===== src/design/alu_pkg.sv =====
`default_nettype none

package alu_pkg;

  // --------------------------------------------------
  // Sizes
  // --------------------------------------------------
  localparam int XLEN_W        = 32;
  localparam int RNID_W        = 6;
  localparam int BR_TAG_NUM    = 4;  // Also the branch mask width
  localparam int BR_TAG_W      = 2;
  localparam int TGT_BUS_SIZE  = 3;
  localparam int RV_ENTRY_SIZE = 8;  // One-hot station index
  localparam int SHAMT_W       = 5;

  // --------------------------------------------------
  // Major opcodes and funct3 fields
  // --------------------------------------------------
  typedef enum logic [6:0] {
    OPC_OP     = 7'b0110011,
    OPC_OP_IMM = 7'b0010011,
    OPC_LUI    = 7'b0110111
  } opc_t;

  localparam logic [2:0] F3_ADD_SUB = 3'b000;
  localparam logic [2:0] F3_SLL     = 3'b001;
  localparam logic [2:0] F3_SLT     = 3'b010;
  localparam logic [2:0] F3_SLTU    = 3'b011;
  localparam logic [2:0] F3_XOR     = 3'b100;
  localparam logic [2:0] F3_SRL_SRA = 3'b101;
  localparam logic [2:0] F3_OR      = 3'b110;
  localparam logic [2:0] F3_AND     = 3'b111;

  // --------------------------------------------------
  // Pipe control
  // --------------------------------------------------
  typedef enum logic [3:0] {
    OP_NOP  = 4'd0,
    OP_ADD  = 4'd1,
    OP_SUB  = 4'd2,
    OP_XOR  = 4'd3,
    OP_OR   = 4'd4,
    OP_AND  = 4'd5,
    OP_SLL  = 4'd6,
    OP_SRL  = 4'd7,
    OP_SRA  = 4'd8,
    OP_SLT  = 4'd9,
    OP_SLTU = 4'd10,
    OP_LUI  = 4'd11
  } op_t;

  // Source of the second operand
  typedef enum logic [1:0] {
    IMM_NONE = 2'd0,  // rs2
    IMM_I    = 2'd1,  // Sign-extended inst[31:20]
    IMM_SH   = 2'd2   // Zero-extended inst[24:20]
  } imm_t;

endpackage

`default_nettype wire


===== src/design/alu_branch_kill.sv =====
`timescale 1ns/1ps
`default_nettype none

module alu_branch_kill (
  input  logic                           i_clk,
  input  logic                           i_reset_n,
  input  logic                           i_valid,
  input  logic [alu_pkg::BR_TAG_NUM-1:0] i_br_mask,
  input  logic                           i_br_update,
  input  logic [alu_pkg::BR_TAG_W-1:0]   i_br_tag,
  input  logic                           i_br_mispredict,
  output logic                           o_valid,
  output logic [alu_pkg::BR_TAG_NUM-1:0] o_br_mask
);

  import alu_pkg::*;

  logic                  w_kill;
  logic [BR_TAG_NUM-1:0] w_mask_next;

  // Instruction depends on the mispredicted branch
  assign w_kill = i_br_update & i_br_mispredict & i_br_mask[i_br_tag];

  always_comb begin
    w_mask_next = i_br_mask;
    if (i_br_update) begin
      w_mask_next[i_br_tag] = 1'b0;  // Branch resolved
    end
  end

  always_ff @(posedge i_clk or negedge i_reset_n) begin
    if (!i_reset_n) begin
      o_valid   <= 1'b0;
      o_br_mask <= '0;
    end else begin
      o_valid   <= i_valid & ~w_kill;
      o_br_mask <= w_mask_next;
    end
  end

  // Update strobe comes from the branch unit every cycle
  a_br_update_known : assert property (
    @(posedge i_clk) disable iff (!i_reset_n)
    !$isunknown(i_br_update)
  ) else $error("branch update strobe is unknown");

endmodule

`default_nettype wire


===== src/design/alu_decoder.sv =====
`timescale 1ns/1ps
`default_nettype none

module alu_decoder (
  input  logic [31:0]   i_inst,
  output alu_pkg::op_t  o_op,
  output alu_pkg::imm_t o_imm
);

  import alu_pkg::*;

  logic [6:0] w_opcode;
  logic [2:0] w_funct3;
  logic       w_alt;

  assign w_opcode = i_inst[6:0];
  assign w_funct3 = i_inst[14:12];
  assign w_alt    = i_inst[30];  // SUB / SRA select

  always_comb begin
    o_op  = OP_NOP;
    o_imm = IMM_NONE;
    case (w_opcode)
      OPC_OP: begin
        case (w_funct3)
          F3_ADD_SUB: o_op = w_alt ? OP_SUB : OP_ADD;
          F3_SLL:     o_op = OP_SLL;
          F3_SLT:     o_op = OP_SLT;
          F3_SLTU:    o_op = OP_SLTU;
          F3_XOR:     o_op = OP_XOR;
          F3_SRL_SRA: o_op = w_alt ? OP_SRA : OP_SRL;
          F3_OR:      o_op = OP_OR;
          F3_AND:     o_op = OP_AND;
          default:    o_op = OP_NOP;
        endcase
      end
      OPC_OP_IMM: begin
        o_imm = IMM_I;
        case (w_funct3)
          F3_ADD_SUB: o_op = OP_ADD;  // No SUBI
          F3_SLL: begin
            o_op  = OP_SLL;
            o_imm = IMM_SH;
          end
          F3_SLT:     o_op = OP_SLT;
          F3_SLTU:    o_op = OP_SLTU;
          F3_XOR:     o_op = OP_XOR;
          F3_SRL_SRA: begin
            o_op  = w_alt ? OP_SRA : OP_SRL;
            o_imm = IMM_SH;
          end
          F3_OR:      o_op = OP_OR;
          F3_AND:     o_op = OP_AND;
          default:    o_op = OP_NOP;
        endcase
      end
      OPC_LUI: begin
        o_op = OP_LUI;  // Upper immediate taken in exec
      end
      default: begin
        o_op  = OP_NOP;
        o_imm = IMM_NONE;
      end
    endcase
  end

endmodule

`default_nettype wire


===== src/design/alu_exec.sv =====
`timescale 1ns/1ps
`default_nettype none

module alu_exec (
  input  alu_pkg::op_t                i_op,
  input  logic [31:0]                 i_inst,
  input  logic [alu_pkg::XLEN_W-1:0]  i_rs1,
  input  logic [alu_pkg::XLEN_W-1:0]  i_rs2,
  output logic [alu_pkg::XLEN_W-1:0]  o_result
);

  import alu_pkg::*;

  logic [SHAMT_W-1:0] w_shamt;
  logic               w_lt_signed;
  logic               w_lt_unsigned;
  logic [XLEN_W-1:0]  w_upper_imm;

  assign w_shamt       = i_rs2[SHAMT_W-1:0];
  assign w_lt_signed   = $signed(i_rs1) < $signed(i_rs2);
  assign w_lt_unsigned = i_rs1 < i_rs2;
  assign w_upper_imm   = {i_inst[31:12], 12'h000};

  always_comb begin
    case (i_op)
      OP_ADD: begin
        o_result = i_rs1 + i_rs2;
      end
      OP_SUB: begin
        o_result = i_rs1 - i_rs2;
      end
      OP_XOR: begin
        o_result = i_rs1 ^ i_rs2;
      end
      OP_OR: begin
        o_result = i_rs1 | i_rs2;
      end
      OP_AND: begin
        o_result = i_rs1 & i_rs2;
      end
      OP_SLL: begin
        o_result = i_rs1 << w_shamt;
      end
      OP_SRL: begin
        o_result = i_rs1 >> w_shamt;
      end
      OP_SRA: begin
        o_result = $signed(i_rs1) >>> w_shamt;  // Keeps sign
      end
      OP_SLT: begin
        o_result = {{(XLEN_W-1){1'b0}}, w_lt_signed};
      end
      OP_SLTU: begin
        o_result = {{(XLEN_W-1){1'b0}}, w_lt_unsigned};
      end
      OP_LUI: begin
        o_result = w_upper_imm;
      end
      default: begin
        o_result = '0;  // NOP and unknown encodings
      end
    endcase
  end

endmodule

`default_nettype wire


===== src/design/alu_operand_fwd.sv =====
`timescale 1ns/1ps
`default_nettype none

module alu_operand_fwd (
  input  logic                             i_clk,
  input  logic                             i_reset_n,
  input  logic                             i_src_valid,
  input  logic [alu_pkg::RNID_W-1:0]       i_src_rnid,
  input  logic [alu_pkg::XLEN_W-1:0]       i_read_data,
  input  logic [alu_pkg::TGT_BUS_SIZE-1:0] i_fwd_valid,
  input  logic [alu_pkg::RNID_W-1:0]       i_fwd_rnid [alu_pkg::TGT_BUS_SIZE],
  input  logic [alu_pkg::XLEN_W-1:0]       i_fwd_data [alu_pkg::TGT_BUS_SIZE],
  output logic [alu_pkg::XLEN_W-1:0]       o_operand
);

  import alu_pkg::*;

  logic                    r_src_valid;
  logic [RNID_W-1:0]       r_src_rnid;
  logic [XLEN_W-1:0]       r_read_data;
  logic [TGT_BUS_SIZE-1:0] w_hit;
  logic [XLEN_W-1:0]       w_fwd_data;

  always_ff @(posedge i_clk or negedge i_reset_n) begin
    if (!i_reset_n) begin
      r_src_valid <= 1'b0;
    end else begin
      r_src_valid <= i_src_valid;
    end
  end

  always_ff @(posedge i_clk) begin
    r_src_rnid  <= i_src_rnid;
    r_read_data <= i_read_data;  // Register file or immediate
  end

  // --------------------------------------------------
  // EX2 bus match
  // --------------------------------------------------
  always_comb begin
    for (int i = 0; i < TGT_BUS_SIZE; i++) begin
      w_hit[i] = r_src_valid & i_fwd_valid[i] &
                 (i_fwd_rnid[i] == r_src_rnid) &
                 (r_src_rnid != '0);  // x0 is never forwarded
    end
  end

  always_comb begin
    w_fwd_data = '0;
    for (int i = 0; i < TGT_BUS_SIZE; i++) begin
      if (w_hit[i]) begin
        w_fwd_data = w_fwd_data | i_fwd_data[i];
      end
    end
  end

  assign o_operand = |w_hit ? w_fwd_data : r_read_data;

  // Other pipes never broadcast the same rnid together
  a_single_hit : assert property (
    @(posedge i_clk) disable iff (!i_reset_n)
    $onehot0(w_hit)
  ) else $error("more than one result bus matches rnid %0d", r_src_rnid);

endmodule

`default_nettype wire


===== src/design/alu_pipe.sv =====
`timescale 1ns/1ps
`default_nettype none

module alu_pipe (
  input  logic                              i_clk,
  input  logic                              i_reset_n,

  input  logic                              i_issue_valid,
  input  logic [31:0]                       i_issue_inst,
  input  logic                              i_issue_rs1_valid,
  input  logic [alu_pkg::RNID_W-1:0]        i_issue_rs1_rnid,
  input  logic                              i_issue_rs2_valid,
  input  logic [alu_pkg::RNID_W-1:0]        i_issue_rs2_rnid,
  input  logic                              i_issue_rd_valid,
  input  logic [alu_pkg::RNID_W-1:0]        i_issue_rd_rnid,
  input  logic [alu_pkg::BR_TAG_NUM-1:0]    i_issue_br_mask,
  input  logic [alu_pkg::RV_ENTRY_SIZE-1:0] i_issue_index,

  output logic                              o_rs1_read_valid,
  output logic [alu_pkg::RNID_W-1:0]        o_rs1_read_rnid,
  input  logic [alu_pkg::XLEN_W-1:0]        i_rs1_read_data,
  output logic                              o_rs2_read_valid,
  output logic [alu_pkg::RNID_W-1:0]        o_rs2_read_rnid,
  input  logic [alu_pkg::XLEN_W-1:0]        i_rs2_read_data,

  input  logic [alu_pkg::TGT_BUS_SIZE-1:0]  i_fwd_valid,
  input  logic [alu_pkg::RNID_W-1:0]        i_fwd_rnid [alu_pkg::TGT_BUS_SIZE],
  input  logic [alu_pkg::XLEN_W-1:0]        i_fwd_data [alu_pkg::TGT_BUS_SIZE],

  input  logic                              i_br_update,
  input  logic [alu_pkg::BR_TAG_W-1:0]      i_br_tag,
  input  logic                              i_br_mispredict,

  output logic                              o_early_wr_valid,
  output logic [alu_pkg::RNID_W-1:0]        o_early_wr_rnid,
  output logic                              o_wr_valid,
  output logic [alu_pkg::RNID_W-1:0]        o_wr_rnid,
  output logic [alu_pkg::XLEN_W-1:0]        o_wr_data,
  output logic                              o_done,
  output logic [alu_pkg::RV_ENTRY_SIZE-1:0] o_done_index
);

  import alu_pkg::*;

  op_t                    w_ex0_op;
  imm_t                   w_ex0_imm;

  logic                   w_ex1_valid;
  logic [BR_TAG_NUM-1:0]  w_ex1_br_mask;
  logic [31:0]            r_ex1_inst;
  op_t                    r_ex1_op;
  imm_t                   r_ex1_imm;
  logic                   r_ex1_rs1_valid;
  logic [RNID_W-1:0]      r_ex1_rs1_rnid;
  logic                   r_ex1_rs2_valid;
  logic [RNID_W-1:0]      r_ex1_rs2_rnid;
  logic                   r_ex1_rd_valid;
  logic [RNID_W-1:0]      r_ex1_rd_rnid;
  logic [RV_ENTRY_SIZE-1:0] r_ex1_index;
  logic [XLEN_W-1:0]      w_ex1_rs2_data;

  logic                   w_ex2_valid;
  logic [BR_TAG_NUM-1:0]  w_ex2_br_mask;
  logic [31:0]            r_ex2_inst;
  op_t                    r_ex2_op;
  logic [RNID_W-1:0]      r_ex2_rd_rnid;
  logic [RV_ENTRY_SIZE-1:0] r_ex2_index;
  logic                   r_ex2_wr_valid;
  logic [XLEN_W-1:0]      w_ex2_rs1;
  logic [XLEN_W-1:0]      w_ex2_rs2;
  logic [XLEN_W-1:0]      w_ex2_result;

  logic                   w_ex3_valid;
  logic [RNID_W-1:0]      r_ex3_rd_rnid;
  logic [RV_ENTRY_SIZE-1:0] r_ex3_index;
  logic                   r_ex3_wr_valid;
  logic [XLEN_W-1:0]      r_ex3_result;

  // --------------------------------------------------
  // EX0
  // --------------------------------------------------
  alu_decoder u_decoder (
    .i_inst (i_issue_inst),
    .o_op   (w_ex0_op),
    .o_imm  (w_ex0_imm)
  );

  alu_branch_kill u_kill_ex1 (
    .i_clk           (i_clk),
    .i_reset_n       (i_reset_n),
    .i_valid         (i_issue_valid),
    .i_br_mask       (i_issue_br_mask),
    .i_br_update     (i_br_update),
    .i_br_tag        (i_br_tag),
    .i_br_mispredict (i_br_mispredict),
    .o_valid         (w_ex1_valid),
    .o_br_mask       (w_ex1_br_mask)
  );

  always_ff @(posedge i_clk) begin
    r_ex1_inst      <= i_issue_inst;
    r_ex1_op        <= w_ex0_op;
    r_ex1_imm       <= w_ex0_imm;
    r_ex1_rs1_valid <= i_issue_rs1_valid;
    r_ex1_rs1_rnid  <= i_issue_rs1_rnid;
    r_ex1_rs2_valid <= i_issue_rs2_valid;
    r_ex1_rs2_rnid  <= i_issue_rs2_rnid;
    r_ex1_rd_valid  <= i_issue_rd_valid;
    r_ex1_rd_rnid   <= i_issue_rd_rnid;
    r_ex1_index     <= i_issue_index;
  end

  // --------------------------------------------------
  // EX1
  // --------------------------------------------------
  assign o_rs1_read_valid = w_ex1_valid & r_ex1_rs1_valid;
  assign o_rs1_read_rnid  = r_ex1_rs1_rnid;
  assign o_rs2_read_valid = w_ex1_valid & r_ex1_rs2_valid;
  assign o_rs2_read_rnid  = r_ex1_rs2_rnid;

  assign o_early_wr_valid = w_ex1_valid & r_ex1_rd_valid;
  assign o_early_wr_rnid  = r_ex1_rd_rnid;

  always_comb begin
    case (r_ex1_imm)
      IMM_I:   w_ex1_rs2_data = {{(XLEN_W-12){r_ex1_inst[31]}}, r_ex1_inst[31:20]};
      IMM_SH:  w_ex1_rs2_data = {{(XLEN_W-SHAMT_W){1'b0}}, r_ex1_inst[24:20]};
      default: w_ex1_rs2_data = i_rs2_read_data;
    endcase
  end

  alu_branch_kill u_kill_ex2 (
    .i_clk           (i_clk),
    .i_reset_n       (i_reset_n),
    .i_valid         (w_ex1_valid),
    .i_br_mask       (w_ex1_br_mask),
    .i_br_update     (i_br_update),
    .i_br_tag        (i_br_tag),
    .i_br_mispredict (i_br_mispredict),
    .o_valid         (w_ex2_valid),
    .o_br_mask       (w_ex2_br_mask)
  );

  alu_operand_fwd u_fwd_rs1 (
    .i_clk       (i_clk),
    .i_reset_n   (i_reset_n),
    .i_src_valid (o_rs1_read_valid),
    .i_src_rnid  (r_ex1_rs1_rnid),
    .i_read_data (i_rs1_read_data),
    .i_fwd_valid (i_fwd_valid),
    .i_fwd_rnid  (i_fwd_rnid),
    .i_fwd_data  (i_fwd_data),
    .o_operand   (w_ex2_rs1)
  );

  alu_operand_fwd u_fwd_rs2 (
    .i_clk       (i_clk),
    .i_reset_n   (i_reset_n),
    .i_src_valid (o_rs2_read_valid),  // Low for immediate forms
    .i_src_rnid  (r_ex1_rs2_rnid),
    .i_read_data (w_ex1_rs2_data),
    .i_fwd_valid (i_fwd_valid),
    .i_fwd_rnid  (i_fwd_rnid),
    .i_fwd_data  (i_fwd_data),
    .o_operand   (w_ex2_rs2)
  );

  always_ff @(posedge i_clk) begin
    r_ex2_inst    <= r_ex1_inst;
    r_ex2_op      <= r_ex1_op;
    r_ex2_rd_rnid <= r_ex1_rd_rnid;
    r_ex2_index   <= r_ex1_index;
  end

  // --------------------------------------------------
  // EX2
  // --------------------------------------------------
  alu_exec u_exec (
    .i_op     (r_ex2_op),
    .i_inst   (r_ex2_inst),
    .i_rs1    (w_ex2_rs1),
    .i_rs2    (w_ex2_rs2),
    .o_result (w_ex2_result)
  );

  // Mask is no longer needed past EX3
  alu_branch_kill u_kill_ex3 (
    .i_clk           (i_clk),
    .i_reset_n       (i_reset_n),
    .i_valid         (w_ex2_valid),
    .i_br_mask       (w_ex2_br_mask),
    .i_br_update     (i_br_update),
    .i_br_tag        (i_br_tag),
    .i_br_mispredict (i_br_mispredict),
    .o_valid         (w_ex3_valid),
    .o_br_mask       ()
  );

  // Write enable ignores later kills
  always_ff @(posedge i_clk or negedge i_reset_n) begin
    if (!i_reset_n) begin
      r_ex2_wr_valid <= 1'b0;
      r_ex3_wr_valid <= 1'b0;
    end else begin
      r_ex2_wr_valid <= o_early_wr_valid;
      r_ex3_wr_valid <= r_ex2_wr_valid;
    end
  end

  always_ff @(posedge i_clk) begin
    r_ex3_result  <= w_ex2_result;
    r_ex3_rd_rnid <= r_ex2_rd_rnid;
    r_ex3_index   <= r_ex2_index;
  end

  // --------------------------------------------------
  // EX3
  // --------------------------------------------------
  assign o_wr_valid   = r_ex3_wr_valid;
  assign o_wr_rnid    = r_ex3_rd_rnid;
  assign o_wr_data    = r_ex3_result;
  assign o_done       = w_ex3_valid;
  assign o_done_index = r_ex3_index;

  // Station index must survive three stages intact
  a_done_index_onehot : assert property (
    @(posedge i_clk) disable iff (!i_reset_n)
    o_done |-> $onehot(o_done_index)
  ) else $error("done index %b is not one-hot", o_done_index);

endmodule

`default_nettype wire


===== config.mk =====
export PLATFORM = sky130hd
export DESIGN_NAME = alu_pipe
export DESIGN_NICKNAME = d
export VERILOG_FILES = /design/src/design/alu_pkg.sv /design/src/design/alu_branch_kill.sv /design/src/design/alu_decoder.sv /design/src/design/alu_exec.sv /design/src/design/alu_operand_fwd.sv /design/src/design/alu_pipe.sv
export SDC_FILE = /design/constraint.sdc
export NUM_CORES = 1
export LEC_CHECK = 0
export BUFFER_PORTS_ARGS = -buffer_cell sky130_fd_sc_hd__buf_2
export CORE_MARGIN = 2
export CORE_UTILIZATION = 35
export CTS_BUF_LIST = sky130_fd_sc_hd__clkbuf_8 sky130_fd_sc_hd__clkbuf_16
export DETAILED_ROUTE_END_ITERATION = 10
export SLEW_MARGIN = 20
export SYNTH_ARGS = -nofsm -noshare
export SYNTH_HDL_FRONTEND = slang
export SYNTH_SLANG_ARGS = --single-unit

===== constraint.sdc =====
create_clock -name i_clk -period 13.69 [get_ports i_clk]
set_clock_uncertainty 0.2 [all_clocks]
set_input_delay 3.4225 -clock i_clk [delete_from_list [all_inputs] [get_ports i_clk]]
set_output_delay 3.4225 -clock i_clk [all_outputs]
set_load 0.05 [all_outputs]

==> impl_metrics.json <==
{
  "max_slew_margin_pct": 13.5,
  "p_leak_nw": 8.62,
  "start_kind": "input port",
  "ios": 322,
  "grt-ovfl-total": 0,
  "yosys_warnings": 0,
  "wirelength_um": 75500,
  "antenna_found_initial": 11,
  "crit_family": "compound AO/OA/AOI/OAI gates",
  "cts.sinks": 230,
  "dieWidth_um": 221,
  "fmax_mhz": 99.5,
  "worst_path_largest_cell_delay_ps": 1000,
  "drt-wirelength-per-cell_um": 26.5,
  "grt_usage_pct": 30.1,
  "yosys-top-cells-area": "dfxtp_1 (26%), mux2i_1 (9.0%), ha_1 (7.8%)",
  "fin_crit_ps": 10050,
  "cts_buffers": 26,
  "gp_congestion": 0.976,
  "fp.dieArea_um2": 48600,
  "ant_nets": 0,
  "cts_tree": "yes",
  "cpMaxStageDelayCell": "a311oi_1",
  "grt_max_degree": 61,
  "avgSynthCellArea_um2": 8.29,
  "slew_violations": 0,
  "yosysSeqAreaShare_pct": 28.5,
  "grt_pass1_vias": 16900,
  "rr_worst_depth": 18,
  "final_util_pct": 41.9,
  "yosys_most_used_dff": "dfxtp_1",
  "clk_pin_slew_ps": 60,
  "crit_arrival_ps": 10300,
  "num_vias": 17500,
  "dp_hpwl_um": 58800,
  "crit_buf_inv": 3,
  "cap_viol_max_count": 0,
  "critPathLaunch": "i_fwd_rnid[11]",
  "yosysTopAreaCell": "dfxtp_1",
  "cts_resized": 0,
  "finalCritPeriodShare_pct": 73.4,
  "die_h_um": 221,
  "ctsHoldBuffers": 0,
  "setup_viol": 0,
  "syn-instance-count": 1979,
  "cts_max_path_buffers": 3,
  "post_cts_buffers": 0,
  "synth_seq_cells": 230,
  "viasPerCell": 6.15,
  "synth_edf_count": 0,
  "power_density_nw_per_um2": 107,
  "final_common_cell": "buf_2",
  "nets": 2579,
  "worst_r2r_startpoint": "u_fwd_rs1.r_src_rnid[0]",
  "std_cell_rows": 79,
  "coreArea_um2": 46500,
  "status": "completed",
  "htreeDepth": 1,
  "synth.distinct_cells": 94,
  "clk_latency_ps": 570,
  "synth_top_area_share_pct": 26.2,
  "layout-drive-gt1-share_pct": 21.8,
  "fillers": 4740,
  "syn_area_um2": 16400,
  "drtIter0Drc": 2010,
  "critical_path_class": "in -> reg",
  "post-place-cells": 2801,
  "tns_ps": 0,
  "rrSetupSlack_ps": 5810,
  "dr.pass1.iters": 7,
  "worstHoldPathType": "reg -> reg",
  "critPathCaptureType": "flop",
  "synth_fp_nets": 2336,
  "crit_path_cell_trace": "buf_2, xnor2_1, nand4_1, nor3_4, buf_4, or3_1, a31oi_1, ha_1, inv_1, o21ai_0, a21oi_1, a311o_1, o2111ai_1, nand3_1, a311oi_1, o21ai_0, nor4b_1, a2111oi_0, o211ai_1",
  "cp.depth": 19,
  "tightestPinTransition_ps": 1290,
  "final_cells": 2854,
  "peakVddDrop_mv": 0.145,
  "crit_end": "o_wr_data[29]",
  "cp.required_ps": 13940,
  "r2r_end": "o_wr_data[29]",
  "most-common-layout-cells": "buf_2 (316), nand2_1 (230), dfxtp_1 (215)",
  "hold_violations": 0,
  "route.detailed.drc": 0,
  "initial_utilization_pct": 35.3,
  "root_buffer": "clkbuf_16",
  "cpMostUsedCell": "o21ai_0",
  "path_max_fanout": 54,
  "grt_first_pass_wirelength_um": 110000,
  "numPortBuffers": 316,
  "rsz0062_at_grt": "no",
  "ys_async_sr_fraction_pct": 6.52,
  "syn2layout_area_growth_pct": 18.7
}
-- worst min-delay path by stage --
stage	start	endpoint	slack, ps	cells after the start
after floorplan	r_ex2_index[0]	o_done_index[0]	110	0
after global placement	r_ex2_rd_rnid[5]	o_wr_rnid[5]	110	0
after detailed placement	r_ex2_rd_rnid[1]	o_wr_rnid[1]	110	0
after CTS	r_ex2_rd_rnid[5]	o_wr_rnid[5]	130	0
after global routing	r_ex2_rd_rnid[1]	o_wr_rnid[1]	130	0
final	r_ex1_index[7]	r_ex2_index[7]	120	0
-- stage by stage --
stage | hold slack [ps] | setup slack [ps] | cell area [um^2] | total power [mW]
finish | 123 | 3640 | 19500 | 2.08
global route | 128 | 3410 | 19500 | 2.15
CTS | 125 | 3900 | 19400 | 2.08
detailed placement | 112 | 3320 | 18500 | 1.30
global placement | 110 | 3400 | 18500 | 1.30
floorplan | 110 | 5120 | 16400 | 1.11
-- final cells by class --
type	count	area, um^2	area share [%]
antenna	6	15.0	0.0771
clock buffer	30	717	3.68
clock inverter	17	243	1.25
inverter	100	380	1.95
multi-input combinational	1509	10800	55.5
sequential	230	4680	24.0
tap	607	759	3.90
timing repair buffer	355	1870	9.63
-- where the power goes --
group	switching, mW	total [mW]	internal, mW
Sequential	0.0177	0.730	0.712
Combinational	0.382	0.573	0.191
Clock	0.301	0.773	0.472
Total	0.701	2.08	1.38
-- state kept, by name (all words and copies together), names as in the netlist, 8 cells and up --
name	count
r_ex1_index	8
r_ex2_index	8
u_fwd_rs2.r_read_data	32
o_done_index	8
r_ex2_inst	20
u_fwd_rs1.r_read_data	32
r_ex1_inst	20
o_wr_data	32
-- worst register-to-register path, stage by stage, from the launching register on --
cell       delay (ps)
dfxtp_1           380
or4_4             570
o31ai_4           350
nor3_2             90
buf_4             340
or3_1             810
a31oi_1          1050
ha_1              420
inv_1              90
o21ai_0            80
a21oi_1           120
a311o_1           470
o2111ai_1         310
nand3_1           220
a311oi_1         1000
o21ai_0           430
nor4b_1           410
a2111oi_0         140
o211ai_1          310
-- Yosys cell counts, types with 8 or more instances --
master and number:
a221oi_1 31, o21ai_0 79, o21bai_1 8, nor3_1 38
nor4_1 34, nand3_1 44, and2_1 10, a211oi_1 21
nand2_1 230, dfrtp_1 15, o21a_1 28, a221o_1 28
inv_1 96, ha_1 102, nor2b_1 17, o2111ai_1 8
a22o_1 22, a31oi_1 34, buf_1 10, o211ai_1 18
a31oi_2 10, dfxtp_1 215, nand4_1 10, a21oi_1 101
mux4_2 10, o221ai_1 12, buf_2 25, a222oi_1 26
o31ai_1 12, nand2b_1 17, mux2_2 22, or3_1 9
xnor2_1 41, mux2i_1 147, a22oi_1 37, a211o_1 9
nor2_1 150, clkbuf_1 93, o22ai_1 29, a21o_1 11
-- layer usage --
layer | routed length (um) | track usage (%) | share of wire (%) | vias to the layer above
met5 | 37 | 0 | 0.049 | -
met1 | 29800 | 38.6 | 39 | 8393
li1 | - | - | - | 7843
met2 | 34500 | 48.8 | 46 | 1128
met4 | 3140 | 12.0 | 4.2 | 6
met3 | 8110 | 6.75 | 11 | 177
-- cells by family after synthesis --
logic type                 after synthesis  synth area share (%)
adders and majority gates              104                  8.02
AOI/OAI and AO/OA                      593                  26.5
DFF                                    230                  28.5
buffers and inverters                  240                  6.20
and+or+nand+nor                        586                  16.2
xor gates and xnor gates                42                  2.24
muxes                                  184                  12.3
Note: power is estimated with default switching activity, not from simulation.
